## src/rtl/wm_pkg.sv

```systemverilog
////////////////////////////////////////
// Shared definitions for the AXI4 write master
// Bus widths, AXI burst limits, derived burst constants
// Packed structs for command, burst plan and channel payloads
////////////////////////////////////////

package wm_pkg;

  ////////////////////////////////////////
  // Bus widths
  ////////////////////////////////////////
  localparam int ADDR_W         = 32;
  localparam int DATA_W         = 32;
  localparam int DATA_BYTES     = DATA_W / 8;
  localparam int LOG_DATA_BYTES = $clog2(DATA_BYTES);

  ////////////////////////////////////////
  // Burst limits
  ////////////////////////////////////////
  // Protocol limits for INCR bursts
  localparam int AXI_MAX_BEATS   = 256;
  localparam int AXI_MAX_BYTES   = 4096;
  // Full burst is bounded by both the beat and the 4 KB limit
  localparam int BURST_BEATS     = (AXI_MAX_BYTES / DATA_BYTES < AXI_MAX_BEATS) ?
                                   AXI_MAX_BYTES / DATA_BYTES : AXI_MAX_BEATS;
  localparam int LOG_BURST_BEATS = $clog2(BURST_BEATS);
  // Address stride between consecutive bursts
  localparam int BURST_BYTES     = BURST_BEATS * DATA_BYTES;
  // Width of a burst count
  localparam int TXN_W           = ADDR_W - LOG_DATA_BYTES - LOG_BURST_BEATS;

  ////////////////////////////////////////
  // Structs
  ////////////////////////////////////////
  typedef struct packed {
    logic [ADDR_W-1:0] addr;
    logic [ADDR_W-1:0] size;
  } xfer_cmd_t;

  typedef struct packed {
    logic [TXN_W-1:0]      num_bursts;  // Bursts minus one
    logic [7:0]            last_len;    // Final burst length minus one
    logic [DATA_BYTES-1:0] final_strb;
    logic                  single;
  } burst_plan_t;

  typedef struct packed {
    logic [ADDR_W-1:0] addr;
    logic [7:0]        len;
  } aw_req_t;

  typedef struct packed {
    logic [DATA_W-1:0]     data;
    logic [DATA_BYTES-1:0] strb;
    logic                  last;
  } w_beat_t;

endpackage

```

## src/rtl/xfer_setup.sv

```systemverilog
////////////////////////////////////////
// Command register and burst planner
// Aligns the start address, sizes the transfer in beats
// and bursts, builds the final strobe, issues start
////////////////////////////////////////

module xfer_setup (
  input  logic                       aclk,
  input  logic                       areset,
  input  logic                       ctrl_start,
  input  wm_pkg::xfer_cmd_t          ctrl_cmd,
  output logic                       start,
  output wm_pkg::burst_plan_t        plan,
  output logic [wm_pkg::ADDR_W-1:0]  base_addr
);

  localparam int LOG_B = wm_pkg::LOG_DATA_BYTES;
  localparam int TOT_W = wm_pkg::ADDR_W - LOG_B;
  // Low address bits cleared to reach a burst boundary
  localparam logic [wm_pkg::ADDR_W-1:0] ADDR_MASK = wm_pkg::ADDR_W'(wm_pkg::BURST_BYTES - 1);

  logic                      ctrl_start_d1;
  logic [TOT_W-1:0]          total_len_r;  // Beats minus one
  logic [LOG_B-1:0]          byte_rem_r;   // Valid bytes in final beat minus one
  logic [TOT_W-1:0]          size_beats;
  logic                      size_partial;
  logic [wm_pkg::ADDR_W-1:0] plan_addr_r;

  assign size_beats   = ctrl_cmd.size[wm_pkg::ADDR_W-1:LOG_B];
  assign size_partial = |ctrl_cmd.size[LOG_B-1:0];
  assign base_addr    = plan_addr_r;

  // Capture the command
  always_ff @(posedge aclk) begin
    if (ctrl_start) begin
      plan_addr_r <= ctrl_cmd.addr & ~ADDR_MASK;
      // Round up to whole beats, kept as count minus one
      total_len_r <= size_partial ? size_beats : size_beats - 1'b1;
      byte_rem_r  <= ctrl_cmd.size[LOG_B-1:0] - 1'b1;
    end
  end

  // Start comes two cycles after the command edge
  always_ff @(posedge aclk) begin
    if (areset) begin
      ctrl_start_d1 <= 1'b0;
      start         <= 1'b0;
    end else begin
      ctrl_start_d1 <= ctrl_start;
      start         <= ctrl_start_d1;
    end
  end

  ////////////////////////////////////////
  // Burst plan
  ////////////////////////////////////////
  always_ff @(posedge aclk) begin
    if (ctrl_start_d1) begin
      plan.num_bursts <= total_len_r[wm_pkg::LOG_BURST_BEATS +: wm_pkg::TXN_W];
      plan.last_len   <= total_len_r[0 +: wm_pkg::LOG_BURST_BEATS];
      plan.single     <= total_len_r[wm_pkg::LOG_BURST_BEATS +: wm_pkg::TXN_W] == '0;
      // Byte lanes up to the remainder are enabled
      for (int i = 0; i < wm_pkg::DATA_BYTES; i++) begin
        plan.final_strb[i] <= (i <= int'(byte_rem_r));
      end
    end
  end

endmodule

```

## src/rtl/stream_fifo.sv

```systemverilog
////////////////////////////////////////
// Synchronous first-word-fall-through FIFO
// Register array plus a registered output stage
////////////////////////////////////////

module stream_fifo #(
  parameter int FIFO_DEPTH = 32
) (
  input  logic                       aclk,
  input  logic                       areset,
  input  logic                       s_axis_tvalid,
  input  logic [wm_pkg::DATA_W-1:0]  s_axis_tdata,
  input  logic                       fifo_pop,
  output logic                       s_axis_tready,
  output logic                       fifo_valid,
  output logic [wm_pkg::DATA_W-1:0]  fifo_data
);

  localparam int PTR_W = $clog2(FIFO_DEPTH);
  localparam int CNT_W = PTR_W + 1;

  logic [wm_pkg::DATA_W-1:0] mem [FIFO_DEPTH];
  logic [PTR_W-1:0]          wr_ptr;
  logic [PTR_W-1:0]          rd_ptr;
  logic [CNT_W-1:0]          count;  // Entries incl. the output stage
  logic                      push;
  logic                      pop;
  logic                      out_free;
  logic                      mem_empty;
  logic                      bypass;

  assign s_axis_tready = count != CNT_W'(FIFO_DEPTH);
  assign push          = s_axis_tvalid & s_axis_tready;
  assign pop           = fifo_pop & fifo_valid;
  // Output stage can take a word this cycle
  assign out_free      = ~fifo_valid | pop;
  assign mem_empty     = count == CNT_W'(fifo_valid);
  // Incoming word goes straight to the output stage
  assign bypass        = out_free & mem_empty & push;

  always_ff @(posedge aclk) begin
    if (areset) begin
      count      <= '0;
      wr_ptr     <= '0;
      rd_ptr     <= '0;
      fifo_valid <= 1'b0;
    end else begin
      count <= count + CNT_W'(push) - CNT_W'(pop);
      if (push & ~bypass) begin
        wr_ptr <= wr_ptr + 1'b1;
      end
      if (out_free) begin
        if (!mem_empty) begin
          rd_ptr     <= rd_ptr + 1'b1;
          fifo_valid <= 1'b1;
        end else begin
          fifo_valid <= push;
        end
      end
    end
  end

  // Storage and output data
  always_ff @(posedge aclk) begin
    if (push & ~bypass) begin
      mem[wr_ptr] <= s_axis_tdata;
    end
    if (out_free) begin
      fifo_data <= mem_empty ? s_axis_tdata : mem[rd_ptr];
    end
  end

endmodule

```

## src/rtl/wdata_channel.sv

```systemverilog
////////////////////////////////////////
// AXI write data channel engine
// Running gate, beat and burst counters, last and strobe,
// first-beat pulse for the address channel
////////////////////////////////////////

module wdata_channel (
  input  logic                       aclk,
  input  logic                       areset,
  input  logic                       start,
  input  wm_pkg::burst_plan_t        plan,
  input  logic                       fifo_valid,
  input  logic [wm_pkg::DATA_W-1:0]  fifo_data,
  input  logic                       m_axi_wready,
  output logic                       fifo_pop,
  output logic                       m_axi_wvalid,
  output wm_pkg::w_beat_t            m_axi_w,
  output logic                       first_beat
);

  logic                     running;
  logic                     wxfer;
  logic                     last;
  logic                     final_burst;
  logic                     almost_final;
  logic                     final_xfer;
  logic [7:0]               beat_cnt;    // Beats left in burst minus one
  logic [wm_pkg::TXN_W-1:0] burst_left;  // Bursts left after this one
  logic                     wfirst;
  logic                     first_d1;

  // Beats only flow once the transfer size is known
  assign m_axi_wvalid = fifo_valid & running;
  assign fifo_pop     = m_axi_wready & running;
  assign wxfer        = m_axi_wvalid & m_axi_wready;

  assign last         = beat_cnt == '0;
  assign final_burst  = burst_left == '0;
  assign almost_final = burst_left == wm_pkg::TXN_W'(1);
  assign final_xfer   = wxfer & last & final_burst;

  always_comb begin
    m_axi_w.data = fifo_data;
    // Partial strobe only on the very last beat
    m_axi_w.strb = (last & final_burst) ? plan.final_strb : '1;
    m_axi_w.last = last;
  end

  always_ff @(posedge aclk) begin
    if (areset) begin
      running <= 1'b0;
    end else if (start) begin
      running <= 1'b1;
    end else if (final_xfer) begin
      running <= 1'b0;
    end
  end

  ////////////////////////////////////////
  // Beat and burst counters
  ////////////////////////////////////////
  always_ff @(posedge aclk) begin
    if (areset) begin
      beat_cnt <= 8'(wm_pkg::BURST_BEATS - 1);
    end else if (start) begin
      beat_cnt <= plan.single ? plan.last_len : 8'(wm_pkg::BURST_BEATS - 1);
    end else if (wxfer & last & almost_final) begin
      // Entering the final, possibly short, burst
      beat_cnt <= plan.last_len;
    end else if (wxfer) begin
      beat_cnt <= last ? 8'(wm_pkg::BURST_BEATS - 1) : beat_cnt - 1'b1;
    end
  end

  always_ff @(posedge aclk) begin
    if (areset) begin
      burst_left <= '0;
    end else if (start) begin
      burst_left <= plan.num_bursts;
    end else if (wxfer & last & ~final_burst) begin
      burst_left <= burst_left - 1'b1;
    end
  end

  ////////////////////////////////////////
  // First beat detection
  ////////////////////////////////////////
  // Next beat after a last starts a new burst
  always_ff @(posedge aclk) begin
    if (areset) begin
      wfirst     <= 1'b1;
      first_d1   <= 1'b0;
      first_beat <= 1'b0;
    end else begin
      if (wxfer) begin
        wfirst <= last;
      end
      first_d1   <= m_axi_wvalid & wfirst;
      // Rising edge of a waiting first beat
      first_beat <= m_axi_wvalid & wfirst & ~first_d1;
    end
  end

endmodule

```

## src/rtl/waddr_channel.sv

```systemverilog
////////////////////////////////////////
// AXI write address channel engine
// Issues one address per burst once its first beat waits
////////////////////////////////////////

module waddr_channel (
  input  logic                       aclk,
  input  logic                       areset,
  input  logic                       start,
  input  wm_pkg::burst_plan_t        plan,
  input  logic [wm_pkg::ADDR_W-1:0]  base_addr,
  input  logic                       first_beat,
  input  logic                       aw_stall,
  input  logic                       m_axi_awready,
  output logic                       m_axi_awvalid,
  output wm_pkg::aw_req_t            m_axi_aw,
  output logic                       aw_accept
);

  logic [7:0]                pend_cnt;  // First beats still lacking an address
  logic                      idle;
  logic [wm_pkg::ADDR_W-1:0] addr;
  logic [wm_pkg::TXN_W-1:0]  aw_left;
  logic                      aw_final;

  assign aw_accept = m_axi_awvalid & m_axi_awready;
  assign idle      = pend_cnt == '0;
  assign aw_final  = aw_left == '0;

  always_comb begin
    m_axi_aw.addr = addr;
    // Short length only on the last burst
    m_axi_aw.len  = aw_final ? plan.last_len : 8'(wm_pkg::BURST_BEATS - 1);
  end

  always_ff @(posedge aclk) begin
    if (areset) begin
      pend_cnt <= '0;
    end else begin
      pend_cnt <= pend_cnt + 8'(first_beat) - 8'(aw_accept);
    end
  end

  ////////////////////////////////////////
  // Valid and address
  ////////////////////////////////////////
  always_ff @(posedge aclk) begin
    if (areset) begin
      m_axi_awvalid <= 1'b0;
    end else if (~idle & ~m_axi_awvalid & ~aw_stall) begin
      m_axi_awvalid <= 1'b1;
    end else if (m_axi_awready) begin
      m_axi_awvalid <= 1'b0;
    end
  end

  always_ff @(posedge aclk) begin
    if (start) begin
      addr <= base_addr;
    end else if (aw_accept) begin
      addr <= addr + wm_pkg::ADDR_W'(wm_pkg::BURST_BYTES);
    end
  end

  // Bursts still to address after the current one
  always_ff @(posedge aclk) begin
    if (areset) begin
      aw_left <= '0;
    end else if (start) begin
      aw_left <= plan.num_bursts;
    end else if (aw_accept & ~aw_final) begin
      aw_left <= aw_left - 1'b1;
    end
  end

endmodule

```

## src/rtl/wresp_tracker.sv

```systemverilog
////////////////////////////////////////
// Write response tracker
// Outstanding-burst limit and done pulse
////////////////////////////////////////

module wresp_tracker #(
  parameter int MAX_OUTSTANDING = 32
) (
  input  logic                 aclk,
  input  logic                 areset,
  input  logic                 start,
  input  wm_pkg::burst_plan_t  plan,
  input  logic                 aw_accept,
  input  logic                 m_axi_bvalid,
  output logic                 aw_stall,
  output logic                 ctrl_done
);

  localparam int OUT_W = $clog2(MAX_OUTSTANDING + 1);

  logic [OUT_W-1:0]         out_cnt;    // Accepted but unanswered bursts
  logic [wm_pkg::TXN_W-1:0] resp_left;  // Responses after the next one

  // Hold new addresses at the limit
  assign aw_stall = out_cnt == OUT_W'(MAX_OUTSTANDING);

  always_ff @(posedge aclk) begin
    if (areset) begin
      out_cnt <= '0;
    end else begin
      out_cnt <= out_cnt + OUT_W'(aw_accept) - OUT_W'(m_axi_bvalid);
    end
  end

  always_ff @(posedge aclk) begin
    if (areset) begin
      resp_left <= '0;
      ctrl_done <= 1'b0;
    end else begin
      if (start) begin
        resp_left <= plan.num_bursts;
      end else if (m_axi_bvalid) begin
        resp_left <= resp_left - 1'b1;
      end
      // Final response ends the command
      ctrl_done <= m_axi_bvalid & (resp_left == '0);
    end
  end

endmodule

```

## src/rtl/axi_write_master.sv

```systemverilog
////////////////////////////////////////
// AXI4 write master top level
// Setup, stream FIFO and the three channel engines
////////////////////////////////////////

module axi_write_master #(
  parameter int MAX_OUTSTANDING = 32,
  parameter int FIFO_DEPTH      = 32
) (
  input  logic                       aclk,
  input  logic                       areset,
  // Command and completion
  input  logic                       ctrl_start,
  input  wm_pkg::xfer_cmd_t          ctrl_cmd,
  output logic                       ctrl_done,
  // Stream input
  input  logic                       s_axis_tvalid,
  output logic                       s_axis_tready,
  input  logic [wm_pkg::DATA_W-1:0]  s_axis_tdata,
  // Write address
  output logic                       m_axi_awvalid,
  input  logic                       m_axi_awready,
  output wm_pkg::aw_req_t            m_axi_aw,
  // Write data
  output logic                       m_axi_wvalid,
  input  logic                       m_axi_wready,
  output wm_pkg::w_beat_t            m_axi_w,
  // Write response, always ready
  input  logic                       m_axi_bvalid
);

  logic                      start;
  wm_pkg::burst_plan_t       plan;
  logic [wm_pkg::ADDR_W-1:0] base_addr;
  logic                      fifo_valid;
  logic [wm_pkg::DATA_W-1:0] fifo_data;
  logic                      fifo_pop;
  logic                      first_beat;
  logic                      aw_accept;
  logic                      aw_stall;

  xfer_setup u_setup (
    .aclk       (aclk),
    .areset     (areset),
    .ctrl_start (ctrl_start),
    .ctrl_cmd   (ctrl_cmd),
    .start      (start),
    .plan       (plan),
    .base_addr  (base_addr)
  );

  stream_fifo #(
    .FIFO_DEPTH (FIFO_DEPTH)
  ) u_fifo (
    .aclk          (aclk),
    .areset        (areset),
    .s_axis_tvalid (s_axis_tvalid),
    .s_axis_tdata  (s_axis_tdata),
    .fifo_pop      (fifo_pop),
    .s_axis_tready (s_axis_tready),
    .fifo_valid    (fifo_valid),
    .fifo_data     (fifo_data)
  );

  wdata_channel u_wdata (
    .aclk         (aclk),
    .areset       (areset),
    .start        (start),
    .plan         (plan),
    .fifo_valid   (fifo_valid),
    .fifo_data    (fifo_data),
    .m_axi_wready (m_axi_wready),
    .fifo_pop     (fifo_pop),
    .m_axi_wvalid (m_axi_wvalid),
    .m_axi_w      (m_axi_w),
    .first_beat   (first_beat)
  );

  waddr_channel u_waddr (
    .aclk          (aclk),
    .areset        (areset),
    .start         (start),
    .plan          (plan),
    .base_addr     (base_addr),
    .first_beat    (first_beat),
    .aw_stall      (aw_stall),
    .m_axi_awready (m_axi_awready),
    .m_axi_awvalid (m_axi_awvalid),
    .m_axi_aw      (m_axi_aw),
    .aw_accept     (aw_accept)
  );

  wresp_tracker #(
    .MAX_OUTSTANDING (MAX_OUTSTANDING)
  ) u_wresp (
    .aclk         (aclk),
    .areset       (areset),
    .start        (start),
    .plan         (plan),
    .aw_accept    (aw_accept),
    .m_axi_bvalid (m_axi_bvalid),
    .aw_stall     (aw_stall),
    .ctrl_done    (ctrl_done)
  );

endmodule

```

## config.mk

```make
export PLATFORM = sky130hd
export DESIGN_NAME = axi_write_master
export DESIGN_NICKNAME = d
export VERILOG_FILES = /design/src/rtl/wm_pkg.sv /design/src/rtl/xfer_setup.sv /design/src/rtl/stream_fifo.sv /design/src/rtl/wdata_channel.sv /design/src/rtl/waddr_channel.sv /design/src/rtl/wresp_tracker.sv /design/src/rtl/axi_write_master.sv
export SDC_FILE = /design/constraint.sdc
export NUM_CORES = 1
export LEC_CHECK = 0
export BUFFER_PORTS_ARGS = -buffer_cell sky130_fd_sc_hd__buf_2
export CAP_MARGIN = 15
export CORE_ASPECT_RATIO = 0.6
export CORE_UTILIZATION = 38
export DETAILED_ROUTE_END_ITERATION = 12
export SYNTH_ARGS = -nofsm -noshare
export SYNTH_HDL_FRONTEND = slang
export SYNTH_HIERARCHICAL = 1
export SYNTH_SLANG_ARGS = --single-unit
```

## constraint.sdc

```tcl
create_clock -name aclk -period 4.5 [get_ports aclk]
set_input_delay 0.45 -clock aclk [delete_from_list [all_inputs] [get_ports aclk]]
set_output_delay 0.45 -clock aclk [all_outputs]
set_load 0.02 [all_outputs]
```

# Yosys cells after proc, flatten, opt, wreduce, memory -nomap -nowiden
# Memories as Yosys holds them, arrays and structs flattened. A register that Yosys moved wholly into a read port is not among the register bits.
# Index checks and enable logic that the tools add are counted.
dict set report word_totals {
  regBits 265
  latch_bits 0
  ram_bits 1024
  rom_bits 0
  wordCells 122
  memories 1
}
# memory words width read_ports rd_ports_with_merged_regs wr line
set mem_list {}
lappend mem_list {u_fifo.mem 32 32 1 1 1 stream_fifo.sv:22} ;# logic [wm_pkg::DATA_W-1:0] mem [FIFO_DEPTH];
dict set report classes {
  addsub 15
  multipliers 0
  div 0
  order_cmp 3
  eq_ne 4
  shifts 0
  n_mux 26
  bitwise_logic 30
  n_reduce_logical 15
}
# operator count
set ops {}
lappend ops {{$mux 22} 6}
lappend ops {{$mux 32} 3}
lappend ops {{$logic_not 22->1} 4}
lappend ops {{$sub 22x1->22 const B} 3}
lappend ops {{$mux 8} 6}
lappend ops {{$add 32x11->32 const B} 1}
lappend ops {{$mux 30} 1}
lappend ops {{$sub 30x1->30 const B} 1}
lappend ops {{$eq 22x1->1 const B} 1}
lappend ops {{$and 1x1->1} 20}
lappend ops {{$logic_not 8->1} 2}
lappend ops {{$add 6x1->6} 2}
lappend ops {{$reduce_bool 2->1} 6}
lappend ops {{$sub 6x1->6} 2}
lappend ops {{$add 5x1->5 const B} 2}
lappend ops {{$mux 5} 2}
lappend ops {{$not 1->1} 9}
lappend ops {{$add 8x1->8} 1}
lappend ops {{$sub 8x1->8} 1}
lappend ops {{$sub 8x1->8 const B} 1}
lappend ops {{$mux 1} 7}
lappend ops {{$eq 6x1->1} 1}
lappend ops {{$eq 6x6->1 const B} 1}
lappend ops {{$ne 6x6->1 const B} 1}
lappend ops {{8 further kinds} 9}

# Logic depth before layout (Yosys ltp)
dict set report depth {
  ltp_word 9
  depth_mapped 14
  ltp_nobuf 14
}

# Modules after synthesis
# Netlist, hierarchy kept.
# module n_inst cells_each area_per_inst_um2 seq_area_each_um2
set modules_own_cells {}
lappend modules_own_cells {stream_fifo 1 2278 42147.9 32150.8}
lappend modules_own_cells {waddr_channel 1 397 3667.3 1581.5}
lappend modules_own_cells {xfer_setup 1 205 3613.5 2682.6}
lappend modules_own_cells {wdata_channel 1 304 2388.5 680.7}
lappend modules_own_cells {wresp_tracker 1 206 1766.7 580.6}

# Worst setup path after synthesis
# Ideal clock, no wire load.
dict set report synth_path {
  kind {input -> register}
  from {in m_axi_wready}
  to {mem u_fifo/mem[31][0] (netlist name) (enable)}
  setup_time_ps 421
  arrival_ps 3622
  t_required_ps 4079
  slack_ps 457
  stages 5
  path_buffers 0
  cell_sequence {and2_1 -> nand2b_1 -> a311oi_4 -> nand2_1 -> nor2_1}
}
dict set report synth_between {
  elab_chain_len 9
}
# item line
set synth_lines {}
lappend synth_lines {{from (decl)} axi_write_master.sv:26} ;# input logic m_axi_wready,
lappend synth_lines {{$and 1x1->1} wdata_channel.sv:34} ;# assign fifo_pop = m_axi_wready & running;
lappend synth_lines {{$and 1x1->1} stream_fifo.sv:34} ;# assign pop = fifo_pop & fifo_valid;
lappend synth_lines {{$or 1x1->1} stream_fifo.sv:36} ;# assign out_free = ~fifo_valid | pop;
lappend synth_lines {{$and 1x1->1 (2 in series)} stream_fifo.sv:39} ;# assign bypass = out_free & mem_empty & push;
lappend synth_lines {{$not 1->1} stream_fifo.sv:65} ;# if (push & ~bypass) begin
lappend synth_lines {{$and 1x1->1} stream_fifo.sv:65}
lappend synth_lines {{$mux 1} stream_fifo.sv:65}
lappend synth_lines {{$mux 1 (implied by the code)} stream_fifo.sv:66} ;# mem[wr_ptr] <= s_axis_tdata;
lappend synth_lines {{to (decl)} stream_fifo.sv:22}
# Every way passes these cells.

==> metrics <==
wl on met1 slightly below 70000 µm; Chip Width 487 µm; Layout area overhead 14.1%; metal3 WL between 10000 and 15000 µm; wire per inst 24.5 µm; CP Class flip-flop to primary output; relative slew slack between 20% and 30%; Initial Utilization between 30% and 40%; Routability Congestion 0.801; share of cells above drive strength 1 between 10% and 20%; min-delay worst type input port to flip-flop; Cell Area, Placed 56900 µm²; Clock Path Buffers 3; Die Y about 300 µm; CTS tree yes; clock share of power between 30% and 40%; max cap viols 0; worst path bufs/invs 2; met2 WL between 50000 and 60000 µm; TritonCTS buffer count ~120; Post CTS Setup Buffer Count 0; number of I/O port buffers ~170; crit-path cells inv_1, ha_1, or3b_2, nand2b_1, nor3_1, nand2b_1, buf_2; combinational power share ~24%; CTS clk-pin slew, worst paths 0.07 ns; Total Neg Setup Slack 0 ns; grt total ovfl 0; switching share of power between 20 and 30%; clock sinks between 1000 and 1500; Synth Register Bits approximately 1300; multi-input logic area 14600 µm²; clk_skew ~0.054 ns; Slew Limit Fails 0; Setup violations, final 0; Crit-path slowest cell nor3_1; post_cts resized 0; highest routed layer met4; initial antenna violation count 8; EDFF count, synth between 1000 and 1500; Min Hold Slack about 0.067 ns; f_max approximately 260 MHz; Crit Path Max Fanout 7; sequential cell area 37700 µm²; Peak VDD IR ~0.00043 V; First DRT Iteration DRCs between 3000 and 4000; fill cell count roughly 12000; first-pass GRT wire length 198000 µm; pin count of the biggest net entering global routing 122; status complete, no violations; CP most frequent cell nand2b_1; Synth cell types 91; Synth Instances 3390; Tmin final between 3 and 4 ns; Synth async-reset ratio 0%; num ports around 180; crit end category primary output; Req. time, crit path approximately 4.1 ns; part of the power in registers between 40% and 50%; final net count ~3700; core area ~140000 µm²; root buffer cell clkbuf_16; fin util between 40 and 50%; drt pass-1 iters 6; LEAKAGE around 20 nW; Final Routed Wirelength 137000 µm; post-synth top area share 65.9%; DR vias 30700; cell taking the most area after synthesis edfxtp_1; vias in the first global route about 29000; top-count cell post-synth edfxtp_1; Syn Std Cell Area 53600 µm²; Synth area leaders edfxtp_1 66%, mux2i_1 9.6%, dfxtp_1 4.4%; final hold viol count 0; Main synth FF type edfxtp_1; hpwl dp around 80000 µm; # DRC 0; yosys warns 6; row cnt about 110; total die area around 140000 µm²; Internal Power 22.7 mW; # hold bufs at CTS 35; final design area excluding fillers around 61000 µm²; sequential share of the synthesized area a little over two thirds; Critical Path AT approximately 3.5 ns; Mean Syn Cell Area between 15 and 20 µm²; crit start category flip-flop; setup slack, reg-to-reg about 1.3 ns; Pwr Total about 32 mW; Total Routing Usage GR a little under a fifth; pwr dens roughly 530 nW/µm²; Routed Antenna Nets 0; cell family with most CP delay simple AND/OR/NAND/NOR gates; vias per cell approximately 5.5; Net Switching about 9.6 mW; top post-synthesis cells by count 1176 x edfxtp_1, 514 x mux2i_1, 148 x nor2_1; crit share post-route between 80% and 90%; H-tree levels 3; CP peak stage delay 0.89 ns; measured slew at the worst slew-check pin 1.11 ns; RSZ-0062 raised after global routing false; clk_lat worst skew about 0.76 ns
==> power groups by stage <==
stage | Sequential, mW | Combinational [mW] | Clock, mW
final | 14.2 | 7.88 | 10.2
after global routing | 14.3 | 8.43 | 10.9
after CTS | 14.2 | 7.88 | 10.4
after detailed placement | 14.5 | 7.83 | 0
after global placement | 14.5 | 7.75 | 0
after floorplan | 14.4 | 5.88 | 0
==> area by class of cell <==
type	count	share of cell area (%)
flip-flops and latches	1294	61.6
multi-input cells	1809	23.9
clock buffers	142	5.03
well taps	1890	3.87
repair buffers	311	3.75
clock inverters	79	1.34
inverters	67	0.411
diodes	4	0.0164
==> path summary, 6_finish.rpt <==
path	from	end	cells past startpoint
max	u_wdata/beat_cnt[0]	m_axi_w[2]	7
min	ctrl_cmd[8]	u_setup/total_len_r[6]	3
max reg2reg	u_fifo/count[2]	u_fifo/mem[1][1]	7
min reg2reg	u_wdata/first_d1	u_wdata/first_beat	1
==> flip-flops by register name (all words and copies together) (netlist names), 22 cells and up, named ones only <==
signal and cells:
u_wdata/burst_left 22, u_setup/base_addr 22, u_fifo/fifo_data 32, u_waddr/addr 32
u_setup/plan 34, u_wresp/resp_left 22, u_setup/total_len_r 30, u_waddr/aw_left 22
u_fifo/mem 1024
==> kinds of logic after synthesis <==
family / Yosys count / synth area share, %
simple gates: 539 / 5.72
compound gates: 601 / 8.68
buf+inv: 296 / 2.95
mux: 517 / 9.66
xor+xnor: 96 / 1.57
other cells: 2 / 0.0140
flops: 1294 / 70.3
fa+ha+maj: 45 / 1.09
==> cells in the final DEF (no fill, tap or decap), types with 17 or more instances in the layout <==
cell,netlist,final
a22o_1,64,64
o22ai_1,36,36
buf_4,64,81
clkbuf_16,0,119
clkinv_1,1,29
nor2_1,148,116
nor4_1,25,25
o41ai_2,32,32
o21ai_0,42,42
nor3_1,43,43
clkbuf_1,101,22
inv_1,66,65
nand3_1,19,19
dlygate4sd3_1,0,35
nand2_1,103,102
a211oi_1,35,35
dfxtp_1,118,116
nand4_1,17,17
buf_12,1,24
a221oi_1,65,65
clkinv_2,0,24
nor2_4,0,32
a21oi_1,106,106
or4_1,18,18
mux2i_1,514,514
xnor2_1,52,52
a22oi_1,128,128
buf_2,18,171
edfxtp_1,1176,1176
xor2_1,44,44
ha_1,42,42
or3_1,17,17
==> worst reg2reg max path: stages (launching register included) <==
cell and delay (ns):
dfxtp_1 0.33, inv_1 0.06, ha_1 0.21, and3b_1 0.21, a311oi_4 0.62, nand2_1 0.65
nor2_4 0.42, buf_12 0.34
==> layer usage <==
| layer | track usage, % | vias to the layer above |
|---|---|---|
| met5 | 0 | - |
| li1 | - | 13800 |
| met3 | 4.34 | 163 |
| met4 | 3.84 | 0 |
| met2 | 25.8 | 1050 |
| met1 | 30.1 | 15800 |
==> metrics by stage <==
stage / setup WS (ns) / instances
2_1_floorplan: 0.457 / 3399
3_3_place_gp: 1.15 / 5336
3_5_place_dp: 1.14 / 5336
4_1_cts: 0.585 / 5592
5_1_grt: 0.421 / 5594
6_report: 0.601 / 5596
Note: power is estimated with default switching activity, not from simulation.
